### src/io_consts.svh
`ifndef IO_CONSTS_SVH
`define IO_CONSTS_SVH

// width of a core data word and of the io bus
`define IO_WIDTH 16

// barrel slots in the core, slot 0 is the boot slot
`define IO_SLOTS 4

// sample ram geometry
`define SAMPLE_DEPTH 512 // words
`define SAMPLE_AW 9      // pointer bits, log2 of SAMPLE_DEPTH

// bit positions in a dev_flags write that preset the sample pointers
`define SAMPLE_SET_WR_BIT 11
`define SAMPLE_SET_RD_BIT 10

// all-ones mask loaded after any access that is not a mask preset
`define IO_MASK_ALL {`IO_WIDTH{1'b1}}

`endif

### src/io_pkg.sv
`include "io_consts.svh"

package io_pkg;

  typedef logic [`IO_WIDTH-1:0]          io_word_t;    // one bus word
  typedef logic [$clog2(`IO_SLOTS)-1:0]  slot_t;       // hardware slot number
  typedef logic [`SAMPLE_AW-1:0]         sample_ptr_t; // sample ram pointer

  // one-hot io address, each name is the bit position of its device
  typedef enum logic [3:0] {
    dev_gpio,       // r/w gpio port
    dev_dir,        // r/w gpio direction, 1 drives the pin
    dev_led,        // r/w led register
    dev_spis,       // spi packet slave, reserved
    dev_spi2,       // second spi master, reserved
    dev_spi2_rdy,
    dev_spi,        // spi master, reserved
    dev_spi_rdy,
    dev_task1,      // slot 1 task xt
    dev_task2,      // slot 2 task xt
    dev_task3,      // slot 3 task xt
    dev_sample,     // sample ram data, auto-increment
    dev_uart,       // reserved
    dev_flags,      // status on read, sample pointer presets on write
    dev_task_fetch, // task fetch on read, slot kill on write
    dev_ticks_mask  // tick counter on read, mask preset on write
  } io_dev_e;

  // request as seen by the devices, one cycle after the core
  typedef struct packed {
    logic     rd;
    logic     wr;
    slot_t    slot;
    io_word_t addr;  // one-hot, zero when idle
    io_word_t wdata;
  } io_req_t;

endpackage

### src/io_stage.sv
`timescale 1ns/100ps
`include "io_consts.svh"

module io_stage import io_pkg::*; (
  input  logic     clk,
  input  logic     resetq,
  input  logic     io_rd,
  input  logic     io_wr,
  input  io_word_t mem_addr,
  input  io_word_t dout,
  input  slot_t    io_slot,
  output io_req_t  req,
  output io_word_t iomask
);

  io_word_t mask_preset [`IO_SLOTS]; // one pending mask per slot

  logic any_access;
  logic mask_load;

  // the core presents address and data in the same cycle as the strobe,
  // devices act one cycle later on the registered copy
  always_ff @(posedge clk) begin
    req.slot  <= io_slot;
    req.wdata <= dout;
    if (!resetq) begin
      req.rd   <= 1'b0;
      req.wr   <= 1'b0;
      req.addr <= '0;
    end else begin
      req.rd   <= io_rd;
      req.wr   <= io_wr;
      req.addr <= (io_rd | io_wr) ? mem_addr : '0; // idle bus selects no device
    end
  end

  assign any_access = req.rd | req.wr;
  assign mask_load  = req.wr & req.addr[dev_ticks_mask];

  // a mask write arms the next access of the same slot,
  // every other access by that slot falls back to all ones
  always_ff @(posedge clk) begin
    if (any_access) begin
      mask_preset[req.slot] <= mask_load ? req.wdata : `IO_MASK_ALL;
    end
  end

  assign iomask = mask_preset[req.slot]; // mask of the slot on the bus now

  // no device may see a selected address on an idle cycle
  a_idle_addr_zero: assert property (
    @(posedge clk) disable iff (!resetq)
    !(req.rd | req.wr) |-> (req.addr == '0)
  );

endmodule

### config.mk
export PLATFORM = sky130hd
export DESIGN_NAME = io_stage
export DESIGN_NICKNAME = d
export VERILOG_FILES = /design/src/io_pkg.sv /design/src/io_stage.sv
export VERILOG_INCLUDE_DIRS = /design/src
export SDC_FILE = /design/constraint.sdc
export NUM_CORES = 1
export LEC_CHECK = 0
export BUFFER_PORTS_ARGS = -buffer_cell sky130_fd_sc_hd__clkbuf_2
export CAP_MARGIN = 15
export CORE_MARGIN = 3
export CORE_UTILIZATION = 40
export CTS_CLUSTER_SIZE = 20
export DETAILED_ROUTE_END_ITERATION = 10
export RECOVER_POWER = 100
export SETUP_SLACK_MARGIN = 0.5
export SYNTH_ARGS = -nofsm -noshare
export SYNTH_HDL_FRONTEND = slang
export SYNTH_SLANG_ARGS = --single-unit
### constraint.sdc
create_clock -name clk -period 5.6 [get_ports clk]
set_input_delay 0.56 -clock clk [delete_from_list [all_inputs] [get_ports clk]]
set_output_delay 0.56 -clock clk [all_outputs]
set_load 0.01 [all_outputs]
Word level (Yosys, flattened, before mapping)

Memories as Yosys holds them, arrays and structs flattened. A register that Yosys moved wholly into a read port is not among the register bits.
Index checks and enable logic that the tools add are counted.

Bitwise logic cells: 3
Multiplexer cells: 3
Reductions and logical operators: 1

Operators by type and width:

| operator            | count |
|---|---|
| two-way mux 16 bit  | 1 |
| two-way mux 1 bit   | 2 |
| bitwise OR 1 bit    | 2 |
| AND reduction 2 bit | 1 |
| AND 1 bit           | 1 |

Bits of input ports: 38
Memories kept: 1
Logic and storage cells: 13
Bits in writable memories: 64
Bits in registers: 36

Memory list:

| name        | depth | bits a word | rd ports | clocked after memory_dff | wr ports | RTL line       | source |
|---|---|---|---|---|---|---|---|
| mask_preset | 4     | 16          | 1        | 1                        | 1        | io_stage.sv:16 | `` io_word_t mask_preset [`IO_SLOTS]; `` |

Logic depth before layout (Yosys ltp)

Word-level depth: 3
Depth in mapped cells: 4

Least setup slack after synthesis

No wires, ideal clock.

Kind: register to register
Start point: reg req[32] (netlist bit)
End point: mem mask_preset[1][0] (netlist bit), enable pin
Cell stages (with the launch flop): 5
Path buffers: 2
Arrival: 1.914 ns
Setup slack: 3.277 ns
Clock period less this slack: 2.323 ns
Library setup time: 0.409 ns
Cell sequence: dfxtp_1 > buf_6 > buf_12 > inv_1 > nor3_1

RTL lines:

| item               | RTL line       | source |
|---|---|---|
| start: declaration | io_stage.sv:12 | `output io_req_t req,` |
| end: declaration   | io_stage.sv:16 |  |

Straight into the memory's write port.

Worst setup path in the final report

Start point: reg req[32] (netlist bit)
End point: mem mask_preset[1][7] (netlist bit), enable pin

Straight into the memory's write port.

==> impl_metrics.tcl <==
set metrics [dict create \
    cpPeakStageDelay_ns 0.86 \
    routed_wl_mm 5.677 \
    core_area_um2 7928 \
    fin_area_um2 4019 \
    critical_path_arrival_ns 3.12 \
    drtAntennaViolNets 0 \
    gp_congestion 0.6857 \
    crit_path_end_kind "flip-flop" \
    multi_input_area_um2 644.4 \
    fin_crit_sh_pct 55.67 \
    critPathBufInv 3 \
    grt_pass1_vias 1861 \
    die-area_um2 9481 \
    min_path_type "in -> reg" \
    clock_latency_ns 0.35 \
    avgSynthCellArea_um2 20.24 \
    syn-num-nets 203 \
    critical-path-top-delay-family "buffers and inverters" \
    grt_usage_pct 12.95 \
    fin_crit_ns 3.118 \
    postCtsSetupBuffers 0 \
    yosysUniqueCellTypes 16 \
    grt_pass1_wl_mm 9.301 \
    crit_top_cell "clkbuf_1" \
    n_antenna_cell 0 \
    syn2layout_area_growth_pct 20.34 \
    setup_viol 0 \
    dp_hpwl_mm 3.921 \
    peakVddDrop_uv 204.6 \
    syn_area_um2 3339 \
    timing.slew.headroom_pct -1.490 \
    postCtsHoldBufs 0 \
    hold_violations 0 \
    tns_ns 0 \
    antenna_found_initial 0 \
    cts-resized-gates 0 \
    path_class "reg -> reg" \
    leakage_nw 1.590 \
    ys.warnings.count 0 \
    die_x_um 97.37 \
    grt_max_degree 21 \
    path_cells "clkbuf_1, inv_1, nor3_1, clkbuf_1" \
    synth-seq-area-share_pct 79.13 \
    drt_iter0_drc 73 \
    htreeDepth 3 \
    path_clk_slew_ns 0.09 \
    crit_slowest_cell "nor3_1" \
    ios 90 \
    wire_per_inst_um 15.38 \
    violations "max-capacitance violations, max-slew violations" \
    seq_area_um2 2643 \
    rsz0062_at_grt "false" \
    clock_sinks 100 \
    worst-path-max-fanout 12 \
    synth_seq_cells 100 \
    cts_root_buf "clkbuf_8" \
    via_count 1720 \
    port_buffers 89 \
    cts.path.max_buffers 2 \
    start_util_pct 42.12 \
    fmax_mhz 320.8 \
    cts_tree "built" \
    netlist_instances 165 \
    die_h_um 97.37 \
    route.detailed.drc 0 \
    placed_cell_area_um2 3894 \
    hold-worst-slack_ns 0.2991 \
    worstPathRequired_ns 5.60 \
    worstMarginPinSlew_ns 1.517 \
    vias_per_cell 4.661 \
    finClkSkew_ns 0.007526 \
    dp_slack_ns 3.053 \
    p_per_area_nw_per_um2 340.6 \
    drive_gt1_share_pct 27.72 \
    status "complete, but fails checks" \
    fillers 706 \
    globalRouteOverflowTotal 0 \
    nets 300 \
    rows 32 \
    start_kind "flip-flop" \
    cap_viol_max_count 1 \
    first_pass_iters 4 \
    setup_ws_ns 2.482 \
    cts_buffers 9 \
    slew_violations 17 \
]
layout by cell type (no fill, tap or decap):
| cell | synthesis | final |
|---|---|---|
| edfxtp_1 | 64 | 64 |
| clkinv_4 | 0 | 1 |
| mux4_2 | 7 | 7 |
| nor3_1 | 2 | 2 |
| o21a_1 | 1 | 1 |
| and2_1 | 18 | 8 |
| clkbuf_1 | 2 | 56 |
| bufinv_16 | 0 | 1 |
| dfxtp_1 | 36 | 36 |
| o21ai_0 | 1 | 1 |
| nand2_1 | 1 | 1 |
| and2_0 | 0 | 10 |
| clkbuf_8 | 0 | 11 |
| clkinvlp_4 | 0 | 1 |
| inv_6 | 0 | 1 |
| nor2_1 | 3 | 3 |
| mux4_1 | 9 | 9 |
| clkinv_1 | 0 | 1 |
| inv_1 | 1 | 1 |
| clkbuf_2 | 0 | 36 |
| or2_2 | 16 | 16 |
through the flow:
step | cells | power [mW] | util (%)
final | 369 | 1.369 | 50.69
after global placement | 352 | 0.9303 | 49.12
after global routing | 369 | 1.431 | 50.69
after CTS | 368 | 1.395 | 51.77
after floorplan | 165 | 0.8872 | -
after detailed placement | 352 | 0.9319 | 49.12
synthesized netlist by cell type:
cell	number	area share [%]
edfxtp_1	64	58
dfxtp_1	36	22
and2_1	18	3.4
or2_2	16	3.0
mux4_1	9	7.1
mux4_2	7	4.7
nor2_1	3	0.34
buf_2	2	0.30
clkbuf_1	2	0.22
nor3_1	2	0.30
buf_12	1	0.60
buf_6	1	0.34
inv_1	1	0.11
nand2_1	1	0.11
o21a_1	1	0.22
o21ai_0	1	0.15
layout make-up:
class | instances | share of cell area [%]
inverters | 1 | 0.09340
flip-flops and latches | 100 | 65.75
clock inverters | 5 | 1.463
multi-input cells | 58 | 16.03
repair buffers | 92 | 9.714
well taps | 102 | 3.176
clock buffers | 11 | 3.767
report_power, final:
group,internal (mW),switching (mW)
clock,0.232,0.232
sequential,0.815,0.0139
combinational,0.0353,0.0402
layer usage:
layer  up-vias  GRT usage (%)  wire length, µm
met5         -              0                0
met4         0          5.751               97
met3         9          5.887              472
met2        70          20.30             2652
met1       825          15.37             2454
li1        816              -                -
registers in the layout, summed over array words and instances, names as in the netlist:
name,count
mask_preset,64
req,36
logic make-up (layout without fill, tap and decap cells):
kind of cell / Yosys count / in the layout / share of synthesized area (%)
flops: 100 / 100 / 79.13
simple gates: 40 / 40 / 7.119
mux: 16 / 16 / 11.80
buf+inv: 7 / 109 / 1.574
compound gates: 2 / 2 / 0.3746
path summary, 6_finish.rpt:
check	start	end	slack, ns	cells past startpoint
min	dout[11]	req[11]	0.30	1
max	req[32]	mask_preset[1][7]	2.48	4
min reg2reg	req[15]	mask_preset[2][15]	0.57	1
max reg2reg	req[32]	mask_preset[1][7]	2.48	4
Power figures use the tool's default switching activity.
