--- config.mk ---
export PLATFORM = sky130hd
export DESIGN_NAME = task_sched
export DESIGN_NICKNAME = d
export VERILOG_FILES = /design/src/io_pkg.sv /design/src/task_sched.sv
export VERILOG_INCLUDE_DIRS = /design/src
export SDC_FILE = /design/constraint.sdc
export NUM_CORES = 1
export LEC_CHECK = 0
export ABC_CLOCK_PERIOD_IN_PS = 1600
export BUFFER_PORTS_ARGS = -buffer_cell sky130_fd_sc_hd__clkbuf_2
export CAP_MARGIN = 30
export CORE_MARGIN = 3
export CORE_UTILIZATION = 47
export DETAILED_ROUTE_END_ITERATION = 8
export PLACE_DENSITY_LB_ADDON = 0.3
export SLEW_MARGIN = 20
export SYNTH_ARGS = -nofsm -noshare
export SYNTH_HDL_FRONTEND = slang
export SYNTH_SLANG_ARGS = --single-unit
--- constraint.sdc ---
create_clock -name clk -period 1.6 [get_ports clk]
set_input_delay 0 -clock clk [delete_from_list [all_inputs] [get_ports clk]]
set_output_delay 0 -clock clk [all_outputs]
set_load 0.01 [all_outputs]
--- src/io_consts.svh ---
`ifndef IO_CONSTS_SVH
`define IO_CONSTS_SVH

// width of a core data word and of the io bus
`define IO_WIDTH 16

// barrel slots in the core, slot 0 is the boot slot
`define IO_SLOTS 4

// sample ram geometry
`define SAMPLE_DEPTH 512 // words
`define SAMPLE_AW 9      // pointer bits, log2 of SAMPLE_DEPTH

// bit positions in a dev_flags write that preset the sample pointers
`define SAMPLE_SET_WR_BIT 11
`define SAMPLE_SET_RD_BIT 10

// all-ones mask loaded after any access that is not a mask preset
`define IO_MASK_ALL {`IO_WIDTH{1'b1}}

`endif

--- src/io_pkg.sv ---
`include "io_consts.svh"

package io_pkg;

  typedef logic [`IO_WIDTH-1:0]          io_word_t;    // one bus word
  typedef logic [$clog2(`IO_SLOTS)-1:0]  slot_t;       // hardware slot number
  typedef logic [`SAMPLE_AW-1:0]         sample_ptr_t; // sample ram pointer

  // one-hot io address, each name is the bit position of its device
  typedef enum logic [3:0] {
    dev_gpio,       // r/w gpio port
    dev_dir,        // r/w gpio direction, 1 drives the pin
    dev_led,        // r/w led register
    dev_spis,       // spi packet slave, reserved
    dev_spi2,       // second spi master, reserved
    dev_spi2_rdy,
    dev_spi,        // spi master, reserved
    dev_spi_rdy,
    dev_task1,      // slot 1 task xt
    dev_task2,      // slot 2 task xt
    dev_task3,      // slot 3 task xt
    dev_sample,     // sample ram data, auto-increment
    dev_uart,       // reserved
    dev_flags,      // status on read, sample pointer presets on write
    dev_task_fetch, // task fetch on read, slot kill on write
    dev_ticks_mask  // tick counter on read, mask preset on write
  } io_dev_e;

  // request as seen by the devices, one cycle after the core
  typedef struct packed {
    logic     rd;
    logic     wr;
    slot_t    slot;
    io_word_t addr;  // one-hot, zero when idle
    io_word_t wdata;
  } io_req_t;

endpackage

--- src/task_sched.sv ---
`timescale 1ns/100ps
`include "io_consts.svh"

module task_sched import io_pkg::*; (
  input  logic                 clk,
  input  logic                 resetq,
  input  io_req_t              req,
  output io_word_t             task_rd [3],
  output io_word_t             fetch_rd,
  output logic [`IO_SLOTS-1:0] kill_slot_rq
);

  logic [1:0] slot_idx;  // task index of the slot on the bus
  logic       slot_busy; // any slot other than 0
  logic       fetch_rd_hit;

  assign slot_busy    = (req.slot != '0);
  assign slot_idx     = req.slot - 2'd1; // slot 1 owns task 0
  assign fetch_rd_hit = req.rd & req.addr[dev_task_fetch] & slot_busy;

  // task_rd doubles as the task storage, slot 0 has none
  always_ff @(posedge clk) begin
    if (!resetq) begin
      // cleared so a warm reset stops every slot
      for (int i = 0; i < 3; i++) begin
        task_rd[i] <= '0;
      end
      kill_slot_rq <= '0;
    end else if (req.wr) begin
      // any slot may schedule any other slot
      if (req.addr[dev_task1]) task_rd[0] <= req.wdata;
      if (req.addr[dev_task2]) task_rd[1] <= req.wdata;
      if (req.addr[dev_task3]) task_rd[2] <= req.wdata;
      // kill pulse lasts until the next write of any kind
      kill_slot_rq <= req.addr[dev_task_fetch] ? req.wdata[`IO_SLOTS-1:0] : '0;
    end else if (fetch_rd_hit) begin
      if (task_rd[slot_idx][0]) begin
        task_rd[slot_idx] <= '0; // run-once xt, gone after one fetch
      end
    end
  end

  // valid xts are even, bit 0 only flags run-once
  always_comb begin
    fetch_rd = '0; // slot 0 spins on a zero task
    if (slot_busy) begin
      fetch_rd = {task_rd[slot_idx][`IO_WIDTH-1:1], 1'b0};
    end
  end

  // a fetched xt is always even
  a_fetch_even: assert property (
    @(posedge clk) disable iff (!resetq)
    fetch_rd[0] == 1'b0
  );

endmodule

* After elaboration in Yosys (flattened, before gate mapping) *
Index checks and enable logic that the tools add are counted.

cells by class
  $add $sub $neg = 1
  order comparisons = 2
  eq/ne operators = 3
  multiplexer cells = 13
  bitwise logic cells = 5
  reductions and logical operators = 7

operator list
  kind                                                                   number
  48-bit 2-to-1 mux                                                      3
  16-bit 2-to-1 mux                                                      7
  48-bit AND                                                             1
  48-bit inverter                                                        1
  16-bit binary-select mux with 2-bit select                             1
  16-bit demux with 2-bit select                                         1
  3-bit AND reduction                                                    3
  2-bit != test (second input constant)                                  3
  2-bit nonzero test                                                     3
  4-bit 2-to-1 mux                                                       1
  3-bit >= comparator (second input constant)                            1
  3-bit by 1-bit < comparator with 1-bit output (second input constant)  1
  2-bit inverter with 3-bit output                                       1
  1-bit AND                                                              2
  2-bit by 1-bit subtractor with 2-bit output (second input constant)    1
  1-bit logical AND                                                      1

word-level totals
  bits in registers = 52
  input port bits = 38
  output and inout bits = 68
  logic and storage cells = 35

* Depth between registers and ports, before layout *
  depth after elaboration = 11
  mapped depth = 10
  mapped depth without buffers = 5

* Worst setup path before layout *
OpenSTA, ideal clock, no wires.

  path type = input-to-reg
  from = input port req[32] (netlist name)
  to = register task_rd[10] (netlist name)
  library setup time = 0.130 ns
  arrival = 1.670 ns
  required time = 1.470 ns
  path slack = -0.200 ns
  stages on the path = 10
  path buffers = 5
  path through = buf_4 clkbuf_1 inv_1 ha_1 buf_2 and3b_1 nor4_4 buf_4 buf_6 o22ai_1

between the ends
  cells in the longest elaborated chain, start to end = 11
  elaborated cells between the ends (all ways) = 20
  those cells by class = add/sub (1); order compare (2); mux (8); bitwise (4); reduce/logical (5)

ends and longest elaborated chain
  item                                                                                                               RTL line                            RTL
  start: declaration                                                                                                 task_sched.sv:7                     input io_req_t req,
  2-bit by 1-bit subtractor with 2-bit output                                                                        task_sched.sv:18                    assign slot_idx = req.slot - 2'd1;
  2-bit inverter with 3-bit output (not written as such)                                                             task_sched.sv:37, task_sched.sv:38
  3-bit >= comparator (not written as such) / 3-bit by 1-bit < comparator with 1-bit output (equally long branches)  task_sched.sv:38                    task_rd[slot_idx] <= '0;
  1-bit logical AND (not written as such)                                                                            task_sched.sv:38
  16-bit 2-to-1 mux (not written as such)                                                                            task_sched.sv:38
  16-bit demux with 2-bit select                                                                                     task_sched.sv:38
  48-bit inverter (no source line)                                                                                   -
  48-bit AND (no source line)                                                                                        -
  48-bit 2-to-1 mux                                                                                                  task_sched.sv:37                    if (task_rd[slot_idx][0]) begin
  48-bit 2-to-1 mux                                                                                                  task_sched.sv:36                    end else if (fetch_rd_hit) begin
  48-bit 2-to-1 mux                                                                                                  task_sched.sv:29                    end else if (req.wr) begin
  end: declaration                                                                                                   task_sched.sv:8                     output io_word_t task_rd [3],

Several ways; a longest one is shown, not always the timed one. The select of a mux whose other input is x is not followed.
A chain may end at the register's enable or synchronous reset.

* Worst setup path after layout *
  from = register task_rd[32] (netlist name)
  to = register task_rd[12] (netlist name)

between the ends
  cells in the longest elaborated chain, start to end = 5

ends and longest elaborated chain
  item                                        RTL line
  16-bit binary-select mux with 2-bit select  task_sched.sv:37
  16-bit 2-to-1 mux (2 in a row)              -
  2-bit nonzero test (no source line)         -
  3-bit AND reduction (no source line)        -

Every way passes these cells. The select of a mux whose other input is x is not followed.

==> results.sh <==
export IMPL_status="complete, no violations"
export IMPL_routedWlPerCell_um=18.1
export IMPL_synth_cell_area_um2=3350
export IMPL_p_leak_uw=0.00160
export IMPL_min_period_ns=1.46
export IMPL_fin_skew_ns=0.00619
export IMPL_power_density_nw_per_um2=794
export IMPL_drc=0
export IMPL_synth_area_leaders="dfxtp_1 31%, mux2_2 15%, nand3b_1 11%, o22ai_1 9.0%, nor3b_1 6.9%"
export IMPL_hold_class="in -> reg"
export IMPL_fin_cells=546
export IMPL_grt_max_degree=53
export IMPL_grt_pass1_vias=2907
export IMPL_tns_ns=0
export IMPL_cts_buffer_depth=2
export IMPL_worstHoldEndpoint="kill_slot_rq[2]$_SDFFE_PN0P_"
export IMPL_nets=491
export IMPL_path_class="reg -> reg"
export IMPL_place_ws_ns=0.0704
export IMPL_die_area_um2=8190
export IMPL_grt_first_pass_wirelength_um=15800
export IMPL_portBuffers=92
export IMPL_fmax_mhz=683
export IMPL_fin_crit_sh_pct=91.5
export IMPL_crit_arrival_ns=1.66
export IMPL_vias=3306
export IMPL_synth_edf_count=0
export IMPL_final_antenna_net_count=0
export IMPL_core_area_um2=6870
export IMPL_clock_sinks=52
export IMPL_drt_iter0_markers=293
export IMPL_dp_cells=537
export IMPL_synth_main_ff_cell="dfxtp_1"
export IMPL_start_kind="register"
export IMPL_ys_seq_area_share_pct=31.0
export IMPL_globalplace_congestion=0.826
export IMPL_h_tree_depth=2
export IMPL_hold_path_startpoint="req[2]"
export IMPL_fin_hold_ws_ns=0.0159
export IMPL_root_buffer="clkbuf_8"
export IMPL_setup_viol=0
export IMPL_cts_tree="done"
export IMPL_synth_top_cell_by_area="dfxtp_1"
export IMPL_cts_setup_buffers=0
export IMPL_async_flop_share_pct=0
export IMPL_numCtsBuffers=5
export IMPL_r2r_cells=4
export IMPL_ios=106
export IMPL_synth_top_area_share_pct=31.0
export IMPL_drive_gt1_share_pct=36.9
export IMPL_yosysWarningCount=0
export IMPL_peakVddDrop_v=0.000513
export IMPL_reg2reg_to="task_rd[12]$_SDFFE_PN0P_"
export IMPL_tightest_slew_ns=0.590
export IMPL_synth_cell_types=26
export IMPL_worstSetupEndpointType="register"
export IMPL_synthCells=377
export IMPL_firstDrtPassIters=5
export IMPL_post_synth_cell_area_avg_um2=8.90
export IMPL_yosysMostFrequentCell="dfxtp_1"
export IMPL_cp_required_ns=1.79
export IMPL_diodes=0
export IMPL_worst_r2r_startpoint="task_rd[32]$_SDFFE_PN0P_"
export IMPL_fill_cells=616
export IMPL_synth_common_cells="52 x dfxtp_1, 48 x nand3b_1, 48 x o22ai_1"
export IMPL_clk_latency_ns=0.31
export IMPL_wl_um=9860
export IMPL_die_h_um=90.5
export IMPL_synthToLayoutAreaGrowth_pct=19.3
export IMPL_max_cap_viol_count=0
export IMPL_multiInputGateArea_um2=2100
export IMPL_die_w_um=90.5
export IMPL_register_area_um2=1040
export IMPL_ys_ff_latch=52
export IMPL_core_rowCount=30
export IMPL_track_usage_pct=23.5
export IMPL_cp_max_fo=48
export IMPL_start_util_pct=48.8
export IMPL_clkTransAtPathRegs_ns=0.10
export IMPL_grt_overflow_total=0
export IMPL_slew_violations=0
export IMPL_min_delay_path_depth=3
export IMPL_r2r_setup_slack_ns=0.14
export IMPL_hpwl_um=6350
export IMPL_synthesis_nets=419
export IMPL_antenna_found_initial=0
export IMPL_slew_headroom_pct=60.7
export IMPL_hold_viol_final=0
export IMPL_rsz0062_at_grt="false"
export IMPL_routed_via_density=6.05
export IMPL_layout_setup_ws_ns=0.137
## cell type report
cell class | count | share of cell area [%]
multi-input combinational | 278 | 52.5
sequential | 52 | 26.0
timing repair buffer | 109 | 15.8
tap | 96 | 3.00
clock buffer | 6 | 2.06
clock inverter | 2 | 0.344
inverter | 3 | 0.281
## where the power goes
part / internal, µW / switching, µW
logic: 403 / 450
registers: 1390 / 108
clock network: 355 / 469
total: 2150 / 1030
## worst max-delay path: stages, from the launching register on
cell	delay, ns
dfxtp_1	0.41
and3b_1	0.22
nor4_4	0.30
buf_12	0.28
o22ai_1	0.13
## cell families after synthesis
family | after synthesis | synth area share (%)
simple gates | 108 | 22.7
flops | 52 | 31.0
mux | 49 | 16.3
buf+inv | 47 | 6.68
other cells | 1 | 0.112
compound gates | 116 | 21.7
fa+ha+maj | 4 | 1.49
## metrics by stage
step,instance area [µm²],utilization (%),power (µW)
2_1_floorplan,3390,-,2070
3_3_place_gp,3890,56.7,2360
3_5_place_dp,3890,56.7,2380
4_1_cts,4000,58.3,3190
5_1_grt,4000,58.3,3340
6_report,4000,58.3,3180
## cells in the final DEF (no fill, tap or decap), types with 4 or more instances in the layout
master,n
mux2_2,46
nand3b_1,48
nor2_1,16
dfxtp_1,52
a21oi_1,36
nor3b_1,31
buf_4,14
nand2b_1,4
a22oi_1,27
clkbuf_8,6
o22ai_1,48
a32oi_1,5
nand3_1,4
clkbuf_2,91
## state kept, by name, summed over array words and instances, names as in the netlist
signal	flops
task_rd	48
kill_slot_rq	4
## layer usage
layer	global-route usage, %	vias to the layer above	share of wire, %
met5	0	-	0
met4	4.85	0	0.69
met3	5.00	7	6.5
met2	38.1	130	47
met1	32.3	1587	46
li1	-	1582	-
## how the worst max path moves through the flow
stage                                         from                       end  slack (ns)  depth (start not counted)
after floorplan                            req[32]  task_rd[10]$_SDFFE_PN0P_       0.009                         10
after global placement                     req[33]  task_rd[12]$_SDFFE_PN0P_        0.10                          7
after detailed placement                   req[33]  task_rd[12]$_SDFFE_PN0P_        0.07                          7
after CTS                                  req[33]               fetch_rd[5]        0.12                          9
after global routing      task_rd[32]$_SDFFE_PN0P_  task_rd[12]$_SDFFE_PN0P_        0.04                          4
final                     task_rd[32]$_SDFFE_PN0P_  task_rd[12]$_SDFFE_PN0P_        0.14                          4
## what timing repair did
item,4_1_cts,5_1_grt
endpoints found under the hold margin,1,0
resized for setup,0,0
hold buffers,1,0
Power figures use the tool's default switching activity.
