--- src/io_consts.svh ---
`ifndef IO_CONSTS_SVH
`define IO_CONSTS_SVH

// width of a core data word and of the io bus
`define IO_WIDTH 16

// barrel slots in the core, slot 0 is the boot slot
`define IO_SLOTS 4

// sample ram geometry
`define SAMPLE_DEPTH 512 // words
`define SAMPLE_AW 9      // pointer bits, log2 of SAMPLE_DEPTH

// bit positions in a dev_flags write that preset the sample pointers
`define SAMPLE_SET_WR_BIT 11
`define SAMPLE_SET_RD_BIT 10

// all-ones mask loaded after any access that is not a mask preset
`define IO_MASK_ALL {`IO_WIDTH{1'b1}}

`endif

--- src/io_pkg.sv ---
`include "io_consts.svh"

package io_pkg;

  typedef logic [`IO_WIDTH-1:0]          io_word_t;    // one bus word
  typedef logic [$clog2(`IO_SLOTS)-1:0]  slot_t;       // hardware slot number
  typedef logic [`SAMPLE_AW-1:0]         sample_ptr_t; // sample ram pointer

  // one-hot io address, each name is the bit position of its device
  typedef enum logic [3:0] {
    dev_gpio,       // r/w gpio port
    dev_dir,        // r/w gpio direction, 1 drives the pin
    dev_led,        // r/w led register
    dev_spis,       // spi packet slave, reserved
    dev_spi2,       // second spi master, reserved
    dev_spi2_rdy,
    dev_spi,        // spi master, reserved
    dev_spi_rdy,
    dev_task1,      // slot 1 task xt
    dev_task2,      // slot 2 task xt
    dev_task3,      // slot 3 task xt
    dev_sample,     // sample ram data, auto-increment
    dev_uart,       // reserved
    dev_flags,      // status on read, sample pointer presets on write
    dev_task_fetch, // task fetch on read, slot kill on write
    dev_ticks_mask  // tick counter on read, mask preset on write
  } io_dev_e;

  // request as seen by the devices, one cycle after the core
  typedef struct packed {
    logic     rd;
    logic     wr;
    slot_t    slot;
    io_word_t addr;  // one-hot, zero when idle
    io_word_t wdata;
  } io_req_t;

endpackage

--- src/gpio_ports.sv ---
`timescale 1ns/100ps

module gpio_ports import io_pkg::*; (
  input  logic     clk,
  input  io_req_t  req,
  input  io_word_t iomask,
  input  io_word_t gpio_in,
  output io_word_t gpio_out,
  output io_word_t gpio_oe,
  output io_word_t led,
  output io_word_t gpio_rd,
  output io_word_t dir_rd
);

  logic wr_gpio;
  logic wr_dir;
  logic wr_led;

  // masked write, only bits set in mask take the new value
  function automatic io_word_t merge_masked(
    input io_word_t cur,
    input io_word_t wval,
    input io_word_t mask
  );
    return (wval & mask) | (cur & ~mask);
  endfunction

  assign wr_gpio = req.wr & req.addr[dev_gpio];
  assign wr_dir  = req.wr & req.addr[dev_dir];
  assign wr_led  = req.wr & req.addr[dev_led];

  // output latch, keeps its own value in masked-off bits
  always_ff @(posedge clk) begin
    if (wr_gpio) begin
      gpio_out <= merge_masked(gpio_out, req.wdata, iomask);
    end
  end

  // direction, 1 = output; shared ports can flip single bits
  always_ff @(posedge clk) begin
    if (wr_dir) begin
      gpio_oe <= merge_masked(gpio_oe, req.wdata, iomask);
    end
  end

  // leds double as semaphores under the mask
  always_ff @(posedge clk) begin
    if (wr_led) begin
      led <= merge_masked(led, req.wdata, iomask);
    end
  end

  // pin sample, one flop in from the pads
  always_ff @(posedge clk) begin
    gpio_rd <= gpio_in;
  end

  assign dir_rd = gpio_oe; // read back direction as written

endmodule

--- config.mk ---
export PLATFORM = sky130hd
export DESIGN_NAME = gpio_ports
export DESIGN_NICKNAME = d
export VERILOG_FILES = /design/src/io_pkg.sv /design/src/gpio_ports.sv
export VERILOG_INCLUDE_DIRS = /design/src
export SDC_FILE = /design/constraint.sdc
export NUM_CORES = 1
export LEC_CHECK = 0
export ABC_AREA = 1
export BUFFER_PORTS_ARGS = -buffer_cell sky130_fd_sc_hd__buf_2
export CORE_MARGIN = 2
export CORE_UTILIZATION = 35
export CTS_CLUSTER_SIZE = 10
export DETAILED_ROUTE_END_ITERATION = 12
export PLACE_DENSITY = 0.67
export SLEW_MARGIN = 20
export SYNTH_ARGS = -nofsm -noshare
export SYNTH_HDL_FRONTEND = slang
export SYNTH_SLANG_ARGS = --single-unit
--- constraint.sdc ---
create_clock -name clk -period 1.24 [get_ports clk]
set_input_delay 0.31 -clock clk [delete_from_list [all_inputs] [get_ports clk]]
set_output_delay 0.31 -clock clk [all_outputs]
set_load 0.01 [all_outputs]
Word level (Yosys, flattened, before mapping) --
Index checks and enable logic that the tools add are counted.
Storage, ports and cells: logic and storage cells 15, flip-flop bits (word level) 64, input port bits 69, output and inout port bits 80
Operators by class: bitwise logic cells 11
Operators by type and width (count):
- $and 16x16->16 | 4
- $or 16x16->16 | 3
- $not 16->16 | 1
- $and 1x1->1 | 3

Depth between registers and ports, before layout --
Gate-level depths: netlist of run 1.
depth in word-level cells 3, mapped depth 3, mapped depth without buffers 2

Least setup slack after synthesis of run 1 --
No wires, ideal clock.
path type input-to-reg, from input req[34] (netlist bit), to register (tool-made name), path buffers 1, arrival time 685 ps, setup slack 257 ps, data required time 942 ps, library setup time 298 ps, stages 3, cells stage by stage nand2_1 > buf_4 > nor2_1
RTL lines:
- start: declaration | line gpio_ports.sv:5 | input io_req_t req,

==> out/qor_table.md, run 1 <==
| Item | Value |
| --- | --- |
| Hold slack | 0.0876 ns |
| Layout overhead on the synthesized area | 39.9% |
| Wirelength, routed | 4350 um |
| Worst-case vdd ir drop | 0.779 mV |
| Kind of start point of the critical path | flip-flop |
| DIE HEIGHT | 82.5 um |
| First DRT Iteration DRCs | 48 |
| Ratio of routed vias to standard cells | 4.18 |
| I/O pin count | 149 |
| Remaining Overflow, GRT | 0 |
| Number of instances in the synthesized netlist | 150 |
| Global-route usage over all layers | 12.9% |
| TritonCTS clock tree | done |
| Number of H-tree levels | 3 |
| Shortest period the worst path allows | 1.19 ns |
| Global-route wire length before repair | 6180 um |
| Detailed placer's ending HPWL | 3280 um |
| Post-synth EDFFs | 48 |
| Number of synthesized register bits | 64 |
| Number of rows in the core area | 28 |
| Die Footprint | 6800 um^2 |
| Number of input and output port buffers inserted | 132 |
| Post-synth top area share | 66.9% |
| Top post-synthesis cells by area | edfxtp_1 67%, dfxtp_1 15%, nor2_1 8.4% |
| Post-route ant nets | 0 |
| Ranking of synthesized cells by instance count | 48 x edfxtp_1, 48 x nor2_1, 19 x buf_4 |
| Share of async-settable or async-resettable flops after synthesis | 0% |
| Initial core utilization | 36.4% |
| CTS Sinks | 64 |
| Slowest Stage Delay on Critical Path | 0.40 ns |
| Pin slew with the least headroom to its limit | 0.146 ns |
| # DRC | 0 |
| Average footprint of a synthesized cell | 14.4 um^2 |
| Post-synth cell types | 6 |
| Status | completed |
| Cts hold-fix bufs | 0 |
| Cell breakdown of the critical path | buf_2 |
| Storage cell area | 1760 um^2 |
| Non-filler instance count after layout | 357 |
| Warnings from Yosys | 0 |
| First drt pass iteration count | 4 |
| Net count of the mapped netlist | 219 |
| Number of filler cells placed in the layout | 555 |
| DP Area | 2830 um^2 |
| Family of cells with the greatest summed delay on the critical path | flip-flops |
| Maximum number of pins on one net before global-route repair | 17 |
| Number of violations of the max-capacitance limit | 0 |
| Data arrival time at the worst-slack endpoint | 0.88 ns |
| Total inserted antenna cells | 0 |
| Power density of the placed cells | 1490 nW/um^2 |
| Share of post-route cells with drive strength above 1 | 52.5% |
| Critical path buffers and inverters | 1 |
| Setup_tns | 0 ns |
| Hold Violations, Final | 0 |
| Max Slew Vio Count | 0 |
| Clock tree root buffer cell | clkbuf_8 |
| Avg WL per Cell | 12.2 um |
| Classification of the worst setup path | reg -> out |
| F_max | 839 MHz |
| Leak Pwr | 1.42 nW |
| Horiz. Die Dim | 82.5 um |
| Headroom to the max-slew limit | 90.2% |
| Routability congestion estimate | 0.689 |
| Design area | 3020 um^2 |
| Worst min path class | in -> reg |
| Cell count after placement | 341 |
| Clock-pin slew on the worst setup and hold paths | 0.06 ns |
| Synth Cell Area | 2160 um^2 |
| Post-synth top flop | edfxtp_1 |
| Share of synthesized area occupied by flip-flops and latches | 81.7% |
| Post-CTS Setup Inserts | 0 |
| Critical path endpoint category | output pin |
| Area occupied by multi-input gates | 191 um^2 |
| Slowest cell on crit path | edfxtp_1 |
| Final period util | 96.1% |
| Max clock buf depth | 2 |
| Final core occ | 51.0% |
| Final setup vio count | 0 |
| Total of cells resized after clock tree synthesis | 0 |
| Antenna violations before repair | 0 |
| Post-layout net count | 346 |
| Largest area contributor in the netlist | edfxtp_1 |
| Vias in the first global route | 1,431 |
| Unrepaired setup endpoints after global routing | yes |
| Standard cell core area | 5920 um^2 |
| Vias | 1,491 |
| Number of buffers created by CTS | 9 |
| CP required | 0.93 ns |
| Largest driver fanout on the critical path | 2 |
## final timing paths
path                   startpoint          end  slack [ns]  cells after the start
worst min-delay path  gpio_in[13]  gpio_rd[13]        0.09                      1
worst max-delay path    flip-flop  gpio_oe[14]        0.05                      1
## power breakdown
part | switching (mW) | internal, mW
clock | 0.701 | 0.971
combinational | 0.214 | 0.173
sequential | 0.0260 | 2.41
## stage by stage
stage	setup slack, ns	power (mW)
after floorplan	0.257	2.66
after global placement	0.178	2.87
after detailed placement	0.148	2.88
after CTS	0.00586	4.58
after global routing	-0.0139	4.71
final	0.0479	4.50
## final cells by class
type                       count  share of cell area, %
sequential                    64                   58.4
timing repair buffer         135                   23.9
multi-input combinational     51                   6.35
clock buffer                  12                   4.81
tap                           75                   3.11
inverter                      16                   1.99
clock inverter                 4                   1.45
## layer usage
metal | part of all wire [%] | global-route usage (%) | vias up | wire length (um)
met4 | 1.4 | 9.67 | 0 | 62
met5 | 0 | 0 | - | 0
li1 | - | - | 725 | -
met3 | 8.6 | 4.13 | 4 | 376
met1 | 37 | 12.0 | 689 | 1590
met2 | 53 | 23.2 | 73 | 2320
## placed cells by master (no fill, tap or decap)
cell type  Yosys  routed
buf_2          0     132
nor2_1        48      48
edfxtp_1      48      48
inv_1         16      16
dfxtp_1       16      16
clkbuf_8       0      10
nand2_1        3       3
buf_12         0       3
clkinv_2       0       2
clkbuf_1       0       2
bufinv_16      0       1
clkinv_1       0       1
## logic make-up after synthesis
family | after synthesis | share of synthesized area [%]
buffers and inverters | 35 | 9.40
DFF | 64 | 81.7
and+or+nand+nor | 51 | 8.88
(Power assumes the default switching activity.)
==> run 2, diff against run 1 <==
--- a/config.mk
+++ b/config.mk
@@ -12,6 +12,7 @@
 export CORE_UTILIZATION = 35
 export CTS_CLUSTER_SIZE = 10
 export DETAILED_ROUTE_END_ITERATION = 12
+export MAX_ROUTING_LAYER = met4
 export PLACE_DENSITY = 0.67
 export SLEW_MARGIN = 20
 export SYNTH_ARGS = -nofsm -noshare
==> run 2 against run 1 <==
- first-iteration DRC count unchanged
- hold slack unchanged
- maximum frequency unchanged
- design area is the same
- critical path depth is the same
- critical path type unchanged
- largest cell class unchanged
- highest routed layer unchanged
==> out/qor_table.md, run 2 (same netlist as run 1, synthesis figures left out) <==
| Item | Value |
| --- | --- |
| Post-route ant nets | 0 |
| Critical path buffers and inverters | 1 |
| Family of cells with the greatest summed delay on the critical path | flip-flops |
| DP Area | 2830 um^2 |
| Critical path endpoint category | output pin |
| Horiz. Die Dim | 82.5 um |
| Ratio of routed vias to standard cells | 4.18 |
| Post-CTS Setup Inserts | 0 |
| Slowest Stage Delay on Critical Path | 0.40 ns |
| Storage cell area | 1760 um^2 |
| Total inserted antenna cells | 0 |
| Worst-case vdd ir drop | 0.780 mV |
| Data arrival time at the worst-slack endpoint | 0.88 ns |
| Dpl ws | 0.148 ns |
| Clock tree root buffer cell | clkbuf_8 |
| Classification of the worst setup path | reg -> out |
| Number of H-tree levels | 3 |
| Hold Violations, Final | 0 |
| I/O pin count | 149 |
| Final setup vio count | 0 |
| Die Footprint | 6800 um^2 |
| Max clock buf depth | 2 |
| Most used cells in the layout excluding fill and tap cells | 132 x buf_2, 48 x nor2_1, 48 x edfxtp_1 |
| CTS Sinks | 64 |
| Area occupied by multi-input gates | 191 um^2 |
| First drt pass iteration count | 4 |
| Number of rows in the core area | 28 |
| Total of cells resized after clock tree synthesis | 0 |
| Shortest period the worst path allows | 1.19 ns |
| Worst min path class | in -> reg |
| First DRT Iteration DRCs | 48 |
| Non-filler instance count after layout | 357 |
| Avg WL per Cell | 12.2 um |
| Post-layout net count | 346 |
| Wirelength, routed | 4350 um |
| Setup_tns | 0 ns |
| WHS Endpoint | gpio_rd[13] |
| Power density of the placed cells | 1490 nW/um^2 |
| Global-route usage over all layers | 13.3% |
| Clock-pin slew on the worst setup and hold paths | 0.06 ns |
| Vias in the first global route | 1,430 |
| Number of input and output port buffers inserted | 132 |
| Detailed placer's ending HPWL | 3280 um |
| CP required | 0.93 ns |
| Worst hold path startpoint | gpio_in[13] |
| Leak Pwr | 1.42 nW |
| Number of violations of the max-capacitance limit | 0 |
| Largest driver fanout on the critical path | 2 |
| Number of buffers created by CTS | 9 |
| Layout overhead on the synthesized area | 39.9% |
| Kind of start point of the critical path | flip-flop |
| Unrepaired setup endpoints after global routing | yes |
| Headroom to the max-slew limit | 90.2% |
| Pin slew with the least headroom to its limit | 0.146 ns |
| Routability congestion estimate | 0.696 |
| Most common cell after layout, fill and taps aside | buf_2 |
| Cell breakdown of the critical path | buf_2 |
| Cts hold-fix bufs | 0 |
| Remaining Overflow, GRT | 0 |
| # DRC | 0 |
| Maximum number of pins on one net before global-route repair | 17 |
| Design area | 3020 um^2 |
| Final period util | 96.1% |
| Least setup slack across all paths after layout | 0.0479 ns |
| Hold Crit Depth | 1 |
| Vias | 1,491 |
| Standard cell core area | 5920 um^2 |
| Max Slew Vio Count | 0 |
| Global-route wire length before repair | 6180 um |
| Share of post-route cells with drive strength above 1 | 52.5% |
| Number of filler cells placed in the layout | 555 |
| Cell count after placement | 341 |
| Initial core utilization | 36.4% |
| Antenna violations before repair | 0 |
| Slowest cell on crit path | edfxtp_1 |
| Status | completed |
| DIE HEIGHT | 82.5 um |
| TritonCTS clock tree | done |
| F_max | 839 MHz |
| Final core occ | 51.0% |
run 2: cell counts in the layout (fill, tap and decap cells not counted):
No cell type changed its count.
run 2: per-layer routing:
layer / track usage [%] / vias up / share of wire [%]
met5: - / - / 0
met4: 9.67 / 0 / 1.4
met3: 3.91 / 4 / 8.3
met2: 23.2 / 73 / 53
met1: 12.2 / 689 / 37
li1: - / 725 / -
run 2: how the worst max path moves through the flow:
| stage | to | slack (ns) | depth (start not counted) |
|---|---|---|---|
| final | gpio_oe[14] | 0.05 | 1 |
| after global routing | gpio_oe[14] | -0.01 | 1 |
| after CTS | gpio_oe[14] | 0.006 | 1 |
| after detailed placement | flip-flop | 0.15 | 4 |
| after global placement | flip-flop | 0.18 | 4 |
| after floorplan | flip-flop | 0.26 | 3 |
run 2: report_power, final:
part | switching, mW | leakage [nW] | internal [mW] | total (mW)
Combinational | 0.214 | 0.743 | 0.173 | 0.387
Clock | 0.701 | 0.0978 | 0.971 | 1.67
Sequential | 0.0260 | 0.576 | 2.41 | 2.44
run 2: stage by stage:
stage | power (mW) | hold WS [ns]
2_1_floorplan | 2.66 | 0.338
4_1_cts | 4.58 | 0.0624
3_3_place_gp | 2.87 | 0.412
5_1_grt | 4.71 | 0.0581
6_report | 4.50 | 0.0876
3_5_place_dp | 2.88 | 0.414
run 2: final cells by class:
class                      instances  share of cell area, %
tap                               75                   3.11
clock inverter                     4                   1.45
sequential                        64                   58.4
inverter                          16                   1.99
multi-input combinational         51                   6.35
clock buffer                      12                   4.81
timing repair buffer             135                   23.9
