--- config.mk ---
export PLATFORM = sky130hd
export DESIGN_NAME = io_read_mux
export DESIGN_NICKNAME = d
export VERILOG_FILES = /design/src/io_pkg.sv /design/src/io_read_mux.sv
export VERILOG_INCLUDE_DIRS = /design/src
export SDC_FILE = /design/constraint.sdc
export NUM_CORES = 1
export LEC_CHECK = 0
export ABC_CLOCK_PERIOD_IN_PS = 1900
export BUFFER_PORTS_ARGS = -buffer_cell sky130_fd_sc_hd__buf_2
export CELL_PAD_IN_SITES_DETAIL_PLACEMENT = 0
export CELL_PAD_IN_SITES_GLOBAL_PLACEMENT = 2
export CORE_ASPECT_RATIO = 1.75
export CORE_MARGIN = 3
export CORE_UTILIZATION = 14
export DETAILED_ROUTE_END_ITERATION = 6
export GPL_ROUTABILITY_DRIVEN = 0
export PLACE_DENSITY = 0.84
export SYNTH_ARGS = -nofsm -noshare
export SYNTH_HDL_FRONTEND = slang
export SYNTH_SLANG_ARGS = --single-unit
--- constraint.sdc ---
create_clock -name clk -period 1.9 [get_ports clk]
set_clock_uncertainty 0.2 [all_clocks]
set_input_delay 0.38 -clock clk [delete_from_list [all_inputs] [get_ports clk]]
set_output_delay 0.38 -clock clk [all_outputs]
set_load 0.05 [all_outputs]
--- src/io_consts.svh ---
`ifndef IO_CONSTS_SVH
`define IO_CONSTS_SVH

// width of a core data word and of the io bus
`define IO_WIDTH 16

// barrel slots in the core, slot 0 is the boot slot
`define IO_SLOTS 4

// sample ram geometry
`define SAMPLE_DEPTH 512 // words
`define SAMPLE_AW 9      // pointer bits, log2 of SAMPLE_DEPTH

// bit positions in a dev_flags write that preset the sample pointers
`define SAMPLE_SET_WR_BIT 11
`define SAMPLE_SET_RD_BIT 10

// all-ones mask loaded after any access that is not a mask preset
`define IO_MASK_ALL {`IO_WIDTH{1'b1}}

`endif

--- src/io_pkg.sv ---
`include "io_consts.svh"

package io_pkg;

  typedef logic [`IO_WIDTH-1:0]          io_word_t;    // one bus word
  typedef logic [$clog2(`IO_SLOTS)-1:0]  slot_t;       // hardware slot number
  typedef logic [`SAMPLE_AW-1:0]         sample_ptr_t; // sample ram pointer

  // one-hot io address, each name is the bit position of its device
  typedef enum logic [3:0] {
    dev_gpio,       // r/w gpio port
    dev_dir,        // r/w gpio direction, 1 drives the pin
    dev_led,        // r/w led register
    dev_spis,       // spi packet slave, reserved
    dev_spi2,       // second spi master, reserved
    dev_spi2_rdy,
    dev_spi,        // spi master, reserved
    dev_spi_rdy,
    dev_task1,      // slot 1 task xt
    dev_task2,      // slot 2 task xt
    dev_task3,      // slot 3 task xt
    dev_sample,     // sample ram data, auto-increment
    dev_uart,       // reserved
    dev_flags,      // status on read, sample pointer presets on write
    dev_task_fetch, // task fetch on read, slot kill on write
    dev_ticks_mask  // tick counter on read, mask preset on write
  } io_dev_e;

  // request as seen by the devices, one cycle after the core
  typedef struct packed {
    logic     rd;
    logic     wr;
    slot_t    slot;
    io_word_t addr;  // one-hot, zero when idle
    io_word_t wdata;
  } io_req_t;

endpackage

--- src/io_read_mux.sv ---
`timescale 1ns/100ps
`include "io_consts.svh"

module io_read_mux import io_pkg::*; (
  input  logic     clk,
  input  logic     resetq,
  input  io_req_t  req,
  input  io_word_t iomask,
  input  io_word_t gpio_rd,
  input  io_word_t dir_rd,
  input  io_word_t led,
  input  io_word_t task_rd [3],
  input  io_word_t fetch_rd,
  input  io_word_t sample_rd,
  output io_word_t io_din
);

  io_word_t ticks;
  io_word_t status;
  io_word_t dev_word [`IO_WIDTH]; // read value per address bit

  // wall clock, wraps freely
  always_ff @(posedge clk) begin
    if (!resetq) begin
      ticks <= '0;
    end else begin
      ticks <= ticks + 1'b1;
    end
  end

  // msb flags a non-boot slot, the rest of the old status is gone
  assign status = {(req.slot != '0), {(`IO_WIDTH-1){1'b0}}};

  always_comb begin
    dev_word                 = '{default: '0};
    dev_word[dev_gpio]       = gpio_rd;
    dev_word[dev_dir]        = dir_rd;
    dev_word[dev_led]        = led;
    dev_word[dev_spis]       = '0; // dropped devices read zero
    dev_word[dev_spi2]       = '0;
    dev_word[dev_spi2_rdy]   = '0;
    dev_word[dev_spi]        = '0;
    dev_word[dev_spi_rdy]    = '0;
    dev_word[dev_task1]      = task_rd[0];
    dev_word[dev_task2]      = task_rd[1];
    dev_word[dev_task3]      = task_rd[2];
    dev_word[dev_sample]     = sample_rd;
    dev_word[dev_uart]       = '0;
    dev_word[dev_flags]      = status;
    dev_word[dev_task_fetch] = fetch_rd;
    dev_word[dev_ticks_mask] = ticks;
  end

  // or of every selected device, cleared mask bits read as zero
  always_comb begin
    io_word_t acc;
    acc = '0;
    for (int i = 0; i < `IO_WIDTH; i++) begin
      if (req.addr[i]) acc = acc | dev_word[i];
    end
    io_din = acc & iomask;
  end

endmodule

; Word level (Yosys, flattened, before mapping)
; Cells that the tools add are included.
[totals]
output_inout_bits = 16
regBits = 16
latch_bits = 0
memories = 0
ram_bits = 0
romBits = 0
[op_classes]
reduce_logical = 1
n_eq_ne = 0
multipliers = 0
n_div = 0
n_bitwise = 10
addsub = 1
n_lt_le_gt_ge = 0
mux = 10
shift = 0
[ops]
columns = cell, n
row1 = 16-bit 2-to-1 mux, 10
row2 = 16-bit OR, 9
row3 = 16-bit by 1-bit adder with 16-bit output (second input constant), 1
row4 = 16-bit bitwise AND, 1
row5 = 2-bit nonzero test, 1

; Depth between registers and ports, before layout
; Gate-level depths: netlist of the first run.
[depth]
ltp_word = 20
ltp_mapped = 5
mapped_depth_nobuf = 5

; Least setup slack after synthesis of the first run
; Ideal clock, no wire load.
[synth_timing]
path_type = input -> output
start = input port req[25] (netlist bit)
end = output port io_din[10]
stages = 4
required_ps = 1320
setup_slack_ps = -576
arrival_ps = 1896
cell_sequence = clkbuf_1 > clkbuf_1 > a222oi_1 > a31oi_1
[synth_between]
elab_chain_len = 12
[synth_lines]
columns = item, line
row1 = "start, declared", io_read_mux.sv:7  ; input io_req_t req,
row2 = 16-bit 2-to-1 mux *, io_read_mux.sv:59  ; if (req.addr[i]) acc = acc | dev_word[i];
row3 = 16-bit OR, io_read_mux.sv:59
row4 = 16-bit 2-to-1 mux *, io_read_mux.sv:59
row5 = 16-bit OR, io_read_mux.sv:59
row6 = 16-bit 2-to-1 mux *, io_read_mux.sv:59
row7 = 16-bit OR, io_read_mux.sv:59
row8 = 16-bit 2-to-1 mux *, io_read_mux.sv:59
row9 = 16-bit OR, io_read_mux.sv:59
row10 = 16-bit 2-to-1 mux *, io_read_mux.sv:59
row11 = 16-bit OR, io_read_mux.sv:59
row12 = 16-bit 2-to-1 mux *, io_read_mux.sv:59
row13 = 16-bit bitwise AND *, io_read_mux.sv:61  ; io_din = acc & iomask;
row14 = "end, declared", io_read_mux.sv:15  ; output io_word_t io_din
; Mark *: on every way between the ends. The rest lies on a longest branch, timed or not.

; Worst setup path after layout of the first run
[layout_timing]
start = input port req[31] (netlist bit)
end = output port io_din[6]
[layout_between]
elab_chain_len = 2
[layout_lines]
columns = item, line
row1 = 16-bit 2-to-1 mux, io_read_mux.sv:59
row2 = 16-bit bitwise AND, io_read_mux.sv:61
; No other way between the ends.

==> results of run 1 <==
-- power breakdown --
| group | internal, W | leakage (nW) | total, W | switching (W) |
|---|---|---|---|---|
| clock network | 0.000320 | 0.0442 | 0.000456 | 0.000136 |
| registers | 0.000338 | 0.134 | 0.000345 | 0.00000752 |
| logic | 0.000382 | 1.52 | 0.000755 | 0.000373 |
-- Yosys cell counts (all sizes together) --
cell    number
a41oi        1
buf          2
o21ai        1
inv         18
nand3        7
nor4         3
a222oi      16
a221oi      16
and2        14
ha           1
xor2         8
nand2        4
mux2i        1
clkbuf      15
a22o        16
a31oi       15
nor2         2
nor2b        1
xnor2        5
nand4        2
nor3         4
and3         2
a22oi       16
dfxtp       16
nand2b       1
-- final timing paths --
kind / startpoint / to / depth (start not counted)
worst min register to register: ticks[0] / ticks[0] / 1
worst min-delay path: ticks[0] / ticks[0] / 1
worst max register to register: ticks[1] / ticks[14] / 5
worst max-delay path: req[31] / io_din[6] / 6
-- final cells by class --
| class | count | area, µm² | area share, % |
|---|---|---|---|
| clock buffers | 4 | 88.8 | 2.51 |
| flip-flops and latches | 16 | 339 | 9.57 |
| repair buffers | 219 | 1450 | 40.9 |
| inverters | 18 | 67.6 | 1.91 |
| well taps | 127 | 159 | 4.48 |
| multi-input cells | 136 | 1440 | 40.7 |
-- stage by stage --
stage	TNS [ns]	cell area (µm²)	utilization, %	power (W)	hold slack [ns]
global route	-2.42	3540	34.0	0.00162	0.274
global placement	-3.53	3080	29.6	0.00101	0.282
detailed placement	-3.69	3080	29.6	0.00102	0.289
CTS	-2.47	3520	33.7	0.00157	0.283
finish	-1.54	3540	34.0	0.00156	0.257
floorplan	-0.349	1880	-	0.000705	0.246
-- routing by layer --
| layer | vias up | track usage (%) | share of wire [%] |
|---|---|---|---|
| met1 | 1145 | 15.5 | 37 |
| met3 | 13 | 2.52 | 8.2 |
| met2 | 136 | 25.4 | 52 |
| met5 | - | 0 | 0 |
| li1 | 1176 | - | - |
| met4 | 0 | 5.67 | 2.4 |
-- logic make-up (layout without fill, tap and decap cells) --
family | Yosys count | count (layout) | synth area share (%)
flip-flops | 16 | 16 | 21.2
adder cells (fa/ha/maj) | 1 | 1 | 0.826
buffers and inverters | 35 | 241 | 8.84
multiplexers | 1 | 1 | 0.661
XOR/XNOR | 13 | 13 | 7.52
AND/OR/NAND/NOR | 40 | 40 | 16.9
AO/OA/AOI/OAI | 81 | 81 | 44.1
-- worst register-to-register path, stage by stage (launching register included) --
cell,delay [ns]
dfxtp_2,0.37
ha_1,0.24
nand2_1,0.16
nor4_2,0.31
xor2_1,0.10
and2_1,0.16
-- placed cells by master (no fill, tap or decap), drive strengths merged, types with 2 or more instances in the layout --
cell | netlist | final
a221oi | 16 | 16
a222oi | 16 | 16
a22o | 16 | 16
a22oi | 16 | 16
a31oi | 15 | 15
and2 | 14 | 14
and3 | 2 | 2
buf | 2 | 219
clkbuf | 15 | 4
dfxtp | 16 | 16
inv | 18 | 18
nand2 | 4 | 4
nand3 | 7 | 7
nand4 | 2 | 2
nor2 | 2 | 2
nor3 | 4 | 4
nor4 | 3 | 3
xnor2 | 5 | 5
xor2 | 8 | 8
-- repair_timing --
| item | 4_1_cts | 5_1_grt |
|---|---|---|
| pin swaps | 21 | 14 |
| gates resized for setup | 66 | 10 |
| buffers inserted | 5 | 2 |
| cloned | 2 | 0 |
| endpoints found under the setup margin | 16 | 16 |
| hold endpoints to repair | 0 | 0 |
==> metrics.txt, run 1 <==
die span in x 84.6 µm; Worst Max-Slew Pin Slew 0.473 ns; Crit path max-delay family buffers and inverters; Syn-to-layout area delta 134%; Slew headroom 68.5%; flop2flop setup slack 0.25 ns; Syn Nets 370; CP Capture Type output pin; Buf+Inv Stages, Crit Path 4; clk_lat worst skew 0.25 ns; vias after detailed routing 2470; Slew Limit Fails 0; WL per Instance 17.3 µm; placed cell count slightly above 500; core area approximately 10000 µm²; Worst-path clk slew ~0.05 ns; clk root buf clkbuf_16; number of max-cap violations 0; status finished with violations; RSZ-0062 raised after global routing true; HP Class register to register; biggest regs ticks x16; HPWL Detailed 7340 µm; failing checks negative setup slack; drt first-iter violations roughly 160; most used cell, CP buf_12; dpl ws -0.352 ns; # port buffers 173; largest net degree at the start of global routing 18; fin cells 520; Total GRT Usage 13.8%; CTS tree built; share of layout cells above drive strength 1 between 60% and 70%; share of the synthesized area in the top cell type 21.2%; Detailed Routing Iterations Pass 1 5; worst path arrival time 1.51 ns; Routed Antenna Nets 0; DR DRC count 0; Layout Nets 577; synthesized area 1510 µm²; CTS Buf Count 3; CP required between 1 and 1.5 ns; Crit Path Class primary input to output pin; Vias/cell 4.75; sequential fraction of the synthesis area 21.2%; FP Rows 49; CP Launch Type primary input; first-pass GRT wire length 13100 µm; Leakage 1.69 nW; Synth Area per Inst 8.10 µm²; Worst path max stage delay between 0.4 and 0.5 ns; Die H 144 µm; Yosys Warn Count 0; number of diodes 0; final hold violations 0; Pwr Density 439 nW/µm²; H-tree lvl count 1; hold buffers post-CTS 0; Period Utilization, post-route 110%; vias in the first global route 2608; CTS sink cnt 16; initial antenna violation count 0; Max clock buf depth 2; minimum clock period 2.09 ns; grt ovf 0; final worst-path setup slack -0.187 ns; achievable frequency around 480 MHz; Synth cell types 26; Fill cells 1114; synth top area cells dfxtp_1 21%, a222oi_1 11%, a221oi_1 9.3%; cell taking the most area after synthesis dfxtp_1; CP max stage cell a222oi_1; max FFs per register 16; Synth Register Bits 16; Die ar. 12100 µm²; I/O Pins 198; crit path max fanout 5; drt total wl 8970 µm; Worst VDD drop about 0.0003 V; register name with the most flops ticks; worst-path cell chain buf_12, buf_12, a222oi_1, buf_4, a31oi_4, buf_6; Initial Utilization 14.5%; # setup viols final 16; Synth Instances 187
No activity file was read; power rests on OpenSTA's default activity.
==> inputs of run 2 (changes only) <==
--- a/config.mk
+++ b/config.mk
@@ -16,6 +16,7 @@
 export DETAILED_ROUTE_END_ITERATION = 6
 export GPL_ROUTABILITY_DRIVEN = 0
 export PLACE_DENSITY = 0.84
+export RECOVER_POWER = 50
 export SYNTH_ARGS = -nofsm -noshare
 export SYNTH_HDL_FRONTEND = slang
 export SYNTH_SLANG_ARGS = --single-unit
==> metrics.txt, run 2 (same netlist as run 1, synthesis figures left out) <==
Crit path max-delay family buffers and inverters; largest net degree at the start of global routing 18; max FFs per register 16; Layout Nets 577; Period Utilization, post-route 110%; Slew headroom 59.5%; vias after detailed routing 2461; achievable frequency 479 MHz; Initial Utilization 14.5%; hold buffers post-CTS 0; share of layout cells above drive strength 1 66.9%; Pwr Density 440 nW/µm²; DR DRC count 0; CP Launch Type primary input; worst path arrival time 1.51 ns; Total GRT Usage 13.8%; Syn-to-layout area delta 133%; HP Class register to register; Worst path max stage delay 0.43 ns; drt total wl between 8000 and 9000 µm; first-pass GRT wire length between 10000 and 15000 µm; Hold Crit Start ticks[0]; vias in the first global route roughly 2600; CTS sink cnt 16; CP Capture Type output pin; Slew Limit Fails 0; fin cells 520; Crit Path Class primary input to output pin; Worst Reg-to-Reg Cells 5; status finished with violations; Hold Path Depth 1; most common cell after layout, fill and taps aside buf_2; Worst VDD drop 0.000301 V; RR Endpoint ticks[13]; # setup viols final 16; grt ovf 0; die span in x roughly 85 µm; flop2flop setup slack between 0.1 and 0.15 ns; Routed Antenna Nets 0; critical path depth in cells 6; Die ar. 12100 µm²; Detailed Routing Iterations Pass 1 4; I/O Pins 198; worst-path cell chain buf_12, buf_12, a222oi_1, buf_4, a31oi_4, buf_6; reg2reg start ticks[2]; Die H between 100 and 150 µm; Buf+Inv Stages, Crit Path 4; most frequent cells in the layout 149 x buf_2, 38 x buf_4, 24 x buf_6; clk_lat worst skew 0.25 ns; CTS Buf Count 3; # port buffers 173; final worst-path setup slack -0.188 ns; biggest regs ticks x16; WL per Instance 17.2 µm; number of diodes 0; core area 10400 µm²; Fin Hold WS 0.259 ns; RSZ-0062 raised after global routing true; most used cell, CP buf_12; initial antenna violation count 0; clk root buf clkbuf_16; WHS Endpoint ticks[0]; Leakage about 1.7 nW; Vias/cell 4.73; FP Rows 49; CP required between 1 and 1.5 ns; crit path max fanout 5; Max clock buf depth 2; minimum clock period 2.09 ns; failing checks negative setup slack; register name with the most flops ticks; placed cell count approximately 510; Worst Max-Slew Pin Slew 0.608 ns; drt first-iter violations ~160; H-tree lvl count 1; CP max stage cell a222oi_1; final hold violations 0; number of max-cap violations 0; CTS tree built; HPWL Detailed 7340 µm; Worst-path clk slew 0.05 ns
==> run 2: cell types whose count changed in the layout (fill, tap and decap cells not counted), sizes merged <==
cell / previous run / this run
clkbuf: 4 / 6
buf: 219 / 217
==> run 2: cell type report <==
cell class | count | area (µm²)
Clock buffer | 4 | 88.8
Fill cell | 1116 | 6890
Inverter | 18 | 67.6
Multi-Input combinational cell | 136 | 1430
Sequential cell | 16 | 339
Tap cell | 127 | 159
Timing Repair Buffer | 219 | 1440
==> run 2: worst reg2reg max path, cell delays in order, from the launching register on <==
cell      delay (ns)
dfxtp_1         0.35
clkbuf_1        0.23
nand4_2         0.27
nor4_2          0.38
xor2_1          0.09
and2_1          0.16
==> run 2: what timing repair did <==
item / in CTS / in global routing
endpoints found under the setup margin: 16 / 16
cloned: 2 / 0
pin swaps: 21 / 14
buffers inserted: 5 / 2
gates resized for setup: 66 / 10
==> run 2: worst max-delay path by stage <==
stage / from / endpoint / slack (ns)
global placement: req[31] / io_din[4] / -0.36
CTS: req[31] / io_din[4] / -0.23
finish: req[31] / io_din[6] / -0.19
detailed placement: req[31] / io_din[4] / -0.35
floorplan: req[16] / io_din[15] / -0.08
global route: req[31] / io_din[4] / -0.24
==> run 2: where the power goes <==
part	leakage (nW)	switching, W	internal (W)
clock	0.0442	0.000135	0.000320
sequential	0.134	0.00000758	0.000338
combinational	1.50	0.000373	0.000380
==> run 2: metrics by stage <==
step | utilization, % | power [W] | instance area (µm²) | TNS (ns) | setup slack, ns
global placement | 29.6 | 0.00101 | 3080 | -3.53 | -0.356
detailed placement | 29.6 | 0.00102 | 3080 | -3.69 | -0.352
CTS | 33.7 | 0.00157 | 3520 | -2.47 | -0.229
global route | 33.9 | 0.00162 | 3530 | -2.58 | -0.244
floorplan | - | 0.000705 | 1880 | -0.349 | -0.0754
finish | 33.9 | 0.00155 | 3530 | -1.54 | -0.188
==> run 2: per-layer routing <==
metal / GRT usage (%) / vias to the layer above / routed length [µm]
li1: - / 1174 / -
met1: 15.5 / 1134 / 3330
met2: 25.4 / 141 / 4670
met3: 2.52 / 12 / 749
met4: 5.67 / 0 / 200
met5: 0 / - / 0
==> inputs of run 3 (changes only) <==
--- a/config.mk
+++ b/config.mk
@@ -15,6 +15,7 @@
 export CORE_UTILIZATION = 14
 export DETAILED_ROUTE_END_ITERATION = 6
 export GPL_ROUTABILITY_DRIVEN = 0
+export MAX_ROUTING_LAYER = met4
 export PLACE_DENSITY = 0.84
 export RECOVER_POWER = 50
 export SYNTH_ARGS = -nofsm -noshare
==> metrics.txt, run 3 (same netlist as run 1, synthesis figures left out) <==
largest net degree at the start of global routing 18; Final Power around 0.0016 W; CP Launch Type primary input; CP max stage cell a222oi_1; max FFs per register 16; reg2reg start ticks[2]; Syn-to-layout area delta 132%; DR DRC count 0; number of diodes 0; Crit Path Class primary input to output pin; final worst-path setup slack -0.186 ns; Worst Max-Slew Pin Slew between 0.5 and 0.6 ns; H-tree lvl count 1; most common cell after layout, fill and taps aside buf_2; CTS tree built; HP Class register to register; CP Capture Type output pin; clock share of power between 20% and 30%; I/O Pins approximately 200; Leakage 1.67 nW; minimum clock period roughly 2.1 ns; Fin Hold WS 0.258 ns; vias after detailed routing approximately 2500; Net Sw Frac 33.1%; CP required 1.32 ns; drt total wl 8900 µm; core area around 10000 µm²; Die ar. 12100 µm²; CTS sink cnt 16; status finished with violations; # setup viols final 16; dpl ws -0.352 ns; vias in the first global route 2606; Worst-path clk slew 0.05 ns; Vias/cell roughly 4.8; Worst Setup EP io_din[6]; Flop pwr share 22.3%; Detailed Routing Iterations Pass 1 5; P_int 0.00104 W; CP Launch Point req[31]; first-pass GRT wire length 13100 µm; flop2flop setup slack 0.10 ns; achievable frequency 479 MHz; crit path max fanout 5; dpl cell area 3080 µm²; Worst VDD drop 0.000302 V; Routed Antenna Nets 0; drt first-iter violations 152; Crit path max-delay family buffers and inverters; RR Endpoint ticks[13]; critical path depth in cells 6; FP Rows just under 50; Period Utilization, post-route 110%; Gate power share 48.4%; worst path arrival time 1.51 ns; Layout Nets 576; failing checks negative setup slack; Slew headroom 60.2%; worst-path cell chain buf_12, buf_12, a222oi_1, buf_4, a31oi_4, buf_6; Net Switching 0.000515 W; clk root buf clkbuf_16; Fill cells 1118; clk_lat worst skew ~0.25 ns; Layout Cell Area excl Fill 3520 µm²; most used cell, CP buf_12; register name with the most flops ticks; HPWL Detailed 7340 µm; CTS Buf Count 3; die span in x 84.6 µm; Max clock buf depth 2; Initial Utilization 14.5%; final hold violations 0; Die H 144 µm; share of layout cells above drive strength 1 roughly two thirds; most frequent cells in the layout 149 x buf_2, 38 x buf_4, 23 x buf_6; biggest regs ticks x16; Worst Reg-to-Reg Cells 5; initial antenna violation count 0; Slew Limit Fails 0; Buf+Inv Stages, Crit Path 4; RSZ-0062 raised after global routing true; number of max-cap violations 0; Pwr Density 442 nW/µm²; Worst path max stage delay approximately 0.43 ns; WL per Instance 17.1 µm; Total GRT Usage 14.3%; grt ovf 0; # port buffers 173
-- run 3: cell types whose count changed in the layout (fill, tap and decap cells not counted), sizes merged --
cell	before	now
buf	217	216
-- run 3: area by class of cell --
class,count,area [µm²],share of cell area (%)
Sequential cell,16,337,9.57
Inverter,18,67.6,1.92
Timing Repair Buffer,218,1430,40.7
Clock buffer,4,88.8,2.53
Multi-Input combinational cell,136,1430,40.7
Tap cell,127,159,4.52
-- run 3: timing repair --
item,4_1_cts,5_1_grt
setup buffers,5,1
endpoints found under the setup margin,16,16
gates resized for setup,66,8
hold endpoints to repair,0,0
pin swaps,21,13
gates cloned,2,0
hold buffers,0,0
-- run 3: power groups by stage --
stage	registers, W	logic (W)	clock network [W]
CTS	0.000346	0.000760	0.000460
finish	0.000346	0.000751	0.000455
global placement	0.000356	0.000654	0
floorplan	0.000355	0.000350	0
detailed placement	0.000356	0.000663	0
global route	0.000347	0.000800	0.000475
-- run 3: worst min-delay path by stage --
stage | from | end | slack (ns) | depth (start not counted)
floorplan | ticks[15] | ticks[15] | 0.25 | 2
global placement | ticks[15] | ticks[15] | 0.28 | 2
detailed placement | ticks[15] | ticks[15] | 0.29 | 2
CTS | ticks[15] | ticks[15] | 0.28 | 2
global route | ticks[0] | ticks[0] | 0.28 | 1
finish | ticks[0] | ticks[0] | 0.26 | 1
-- run 3: metal layers --
| layer | global-route usage, % | vias to the layer above | part of all wire (%) |
|---|---|---|---|
| li1 | - | 1172 | - |
| met1 | 15.7 | 1149 | 37 |
| met2 | 25.4 | 137 | 53 |
| met3 | 2.41 | 12 | 8.1 |
| met4 | 5.67 | 0 | 2.3 |
| met5 | - | - | 0 |
-- run 3: metrics by stage --
step	util (%)	TNS (ns)	cells
after detailed placement	29.6	-3.69	507
final	33.7	-1.59	519
after CTS	33.7	-2.47	518
after global routing	33.7	-2.60	519
after floorplan	-	-0.349	187
after global placement	29.6	-3.53	507
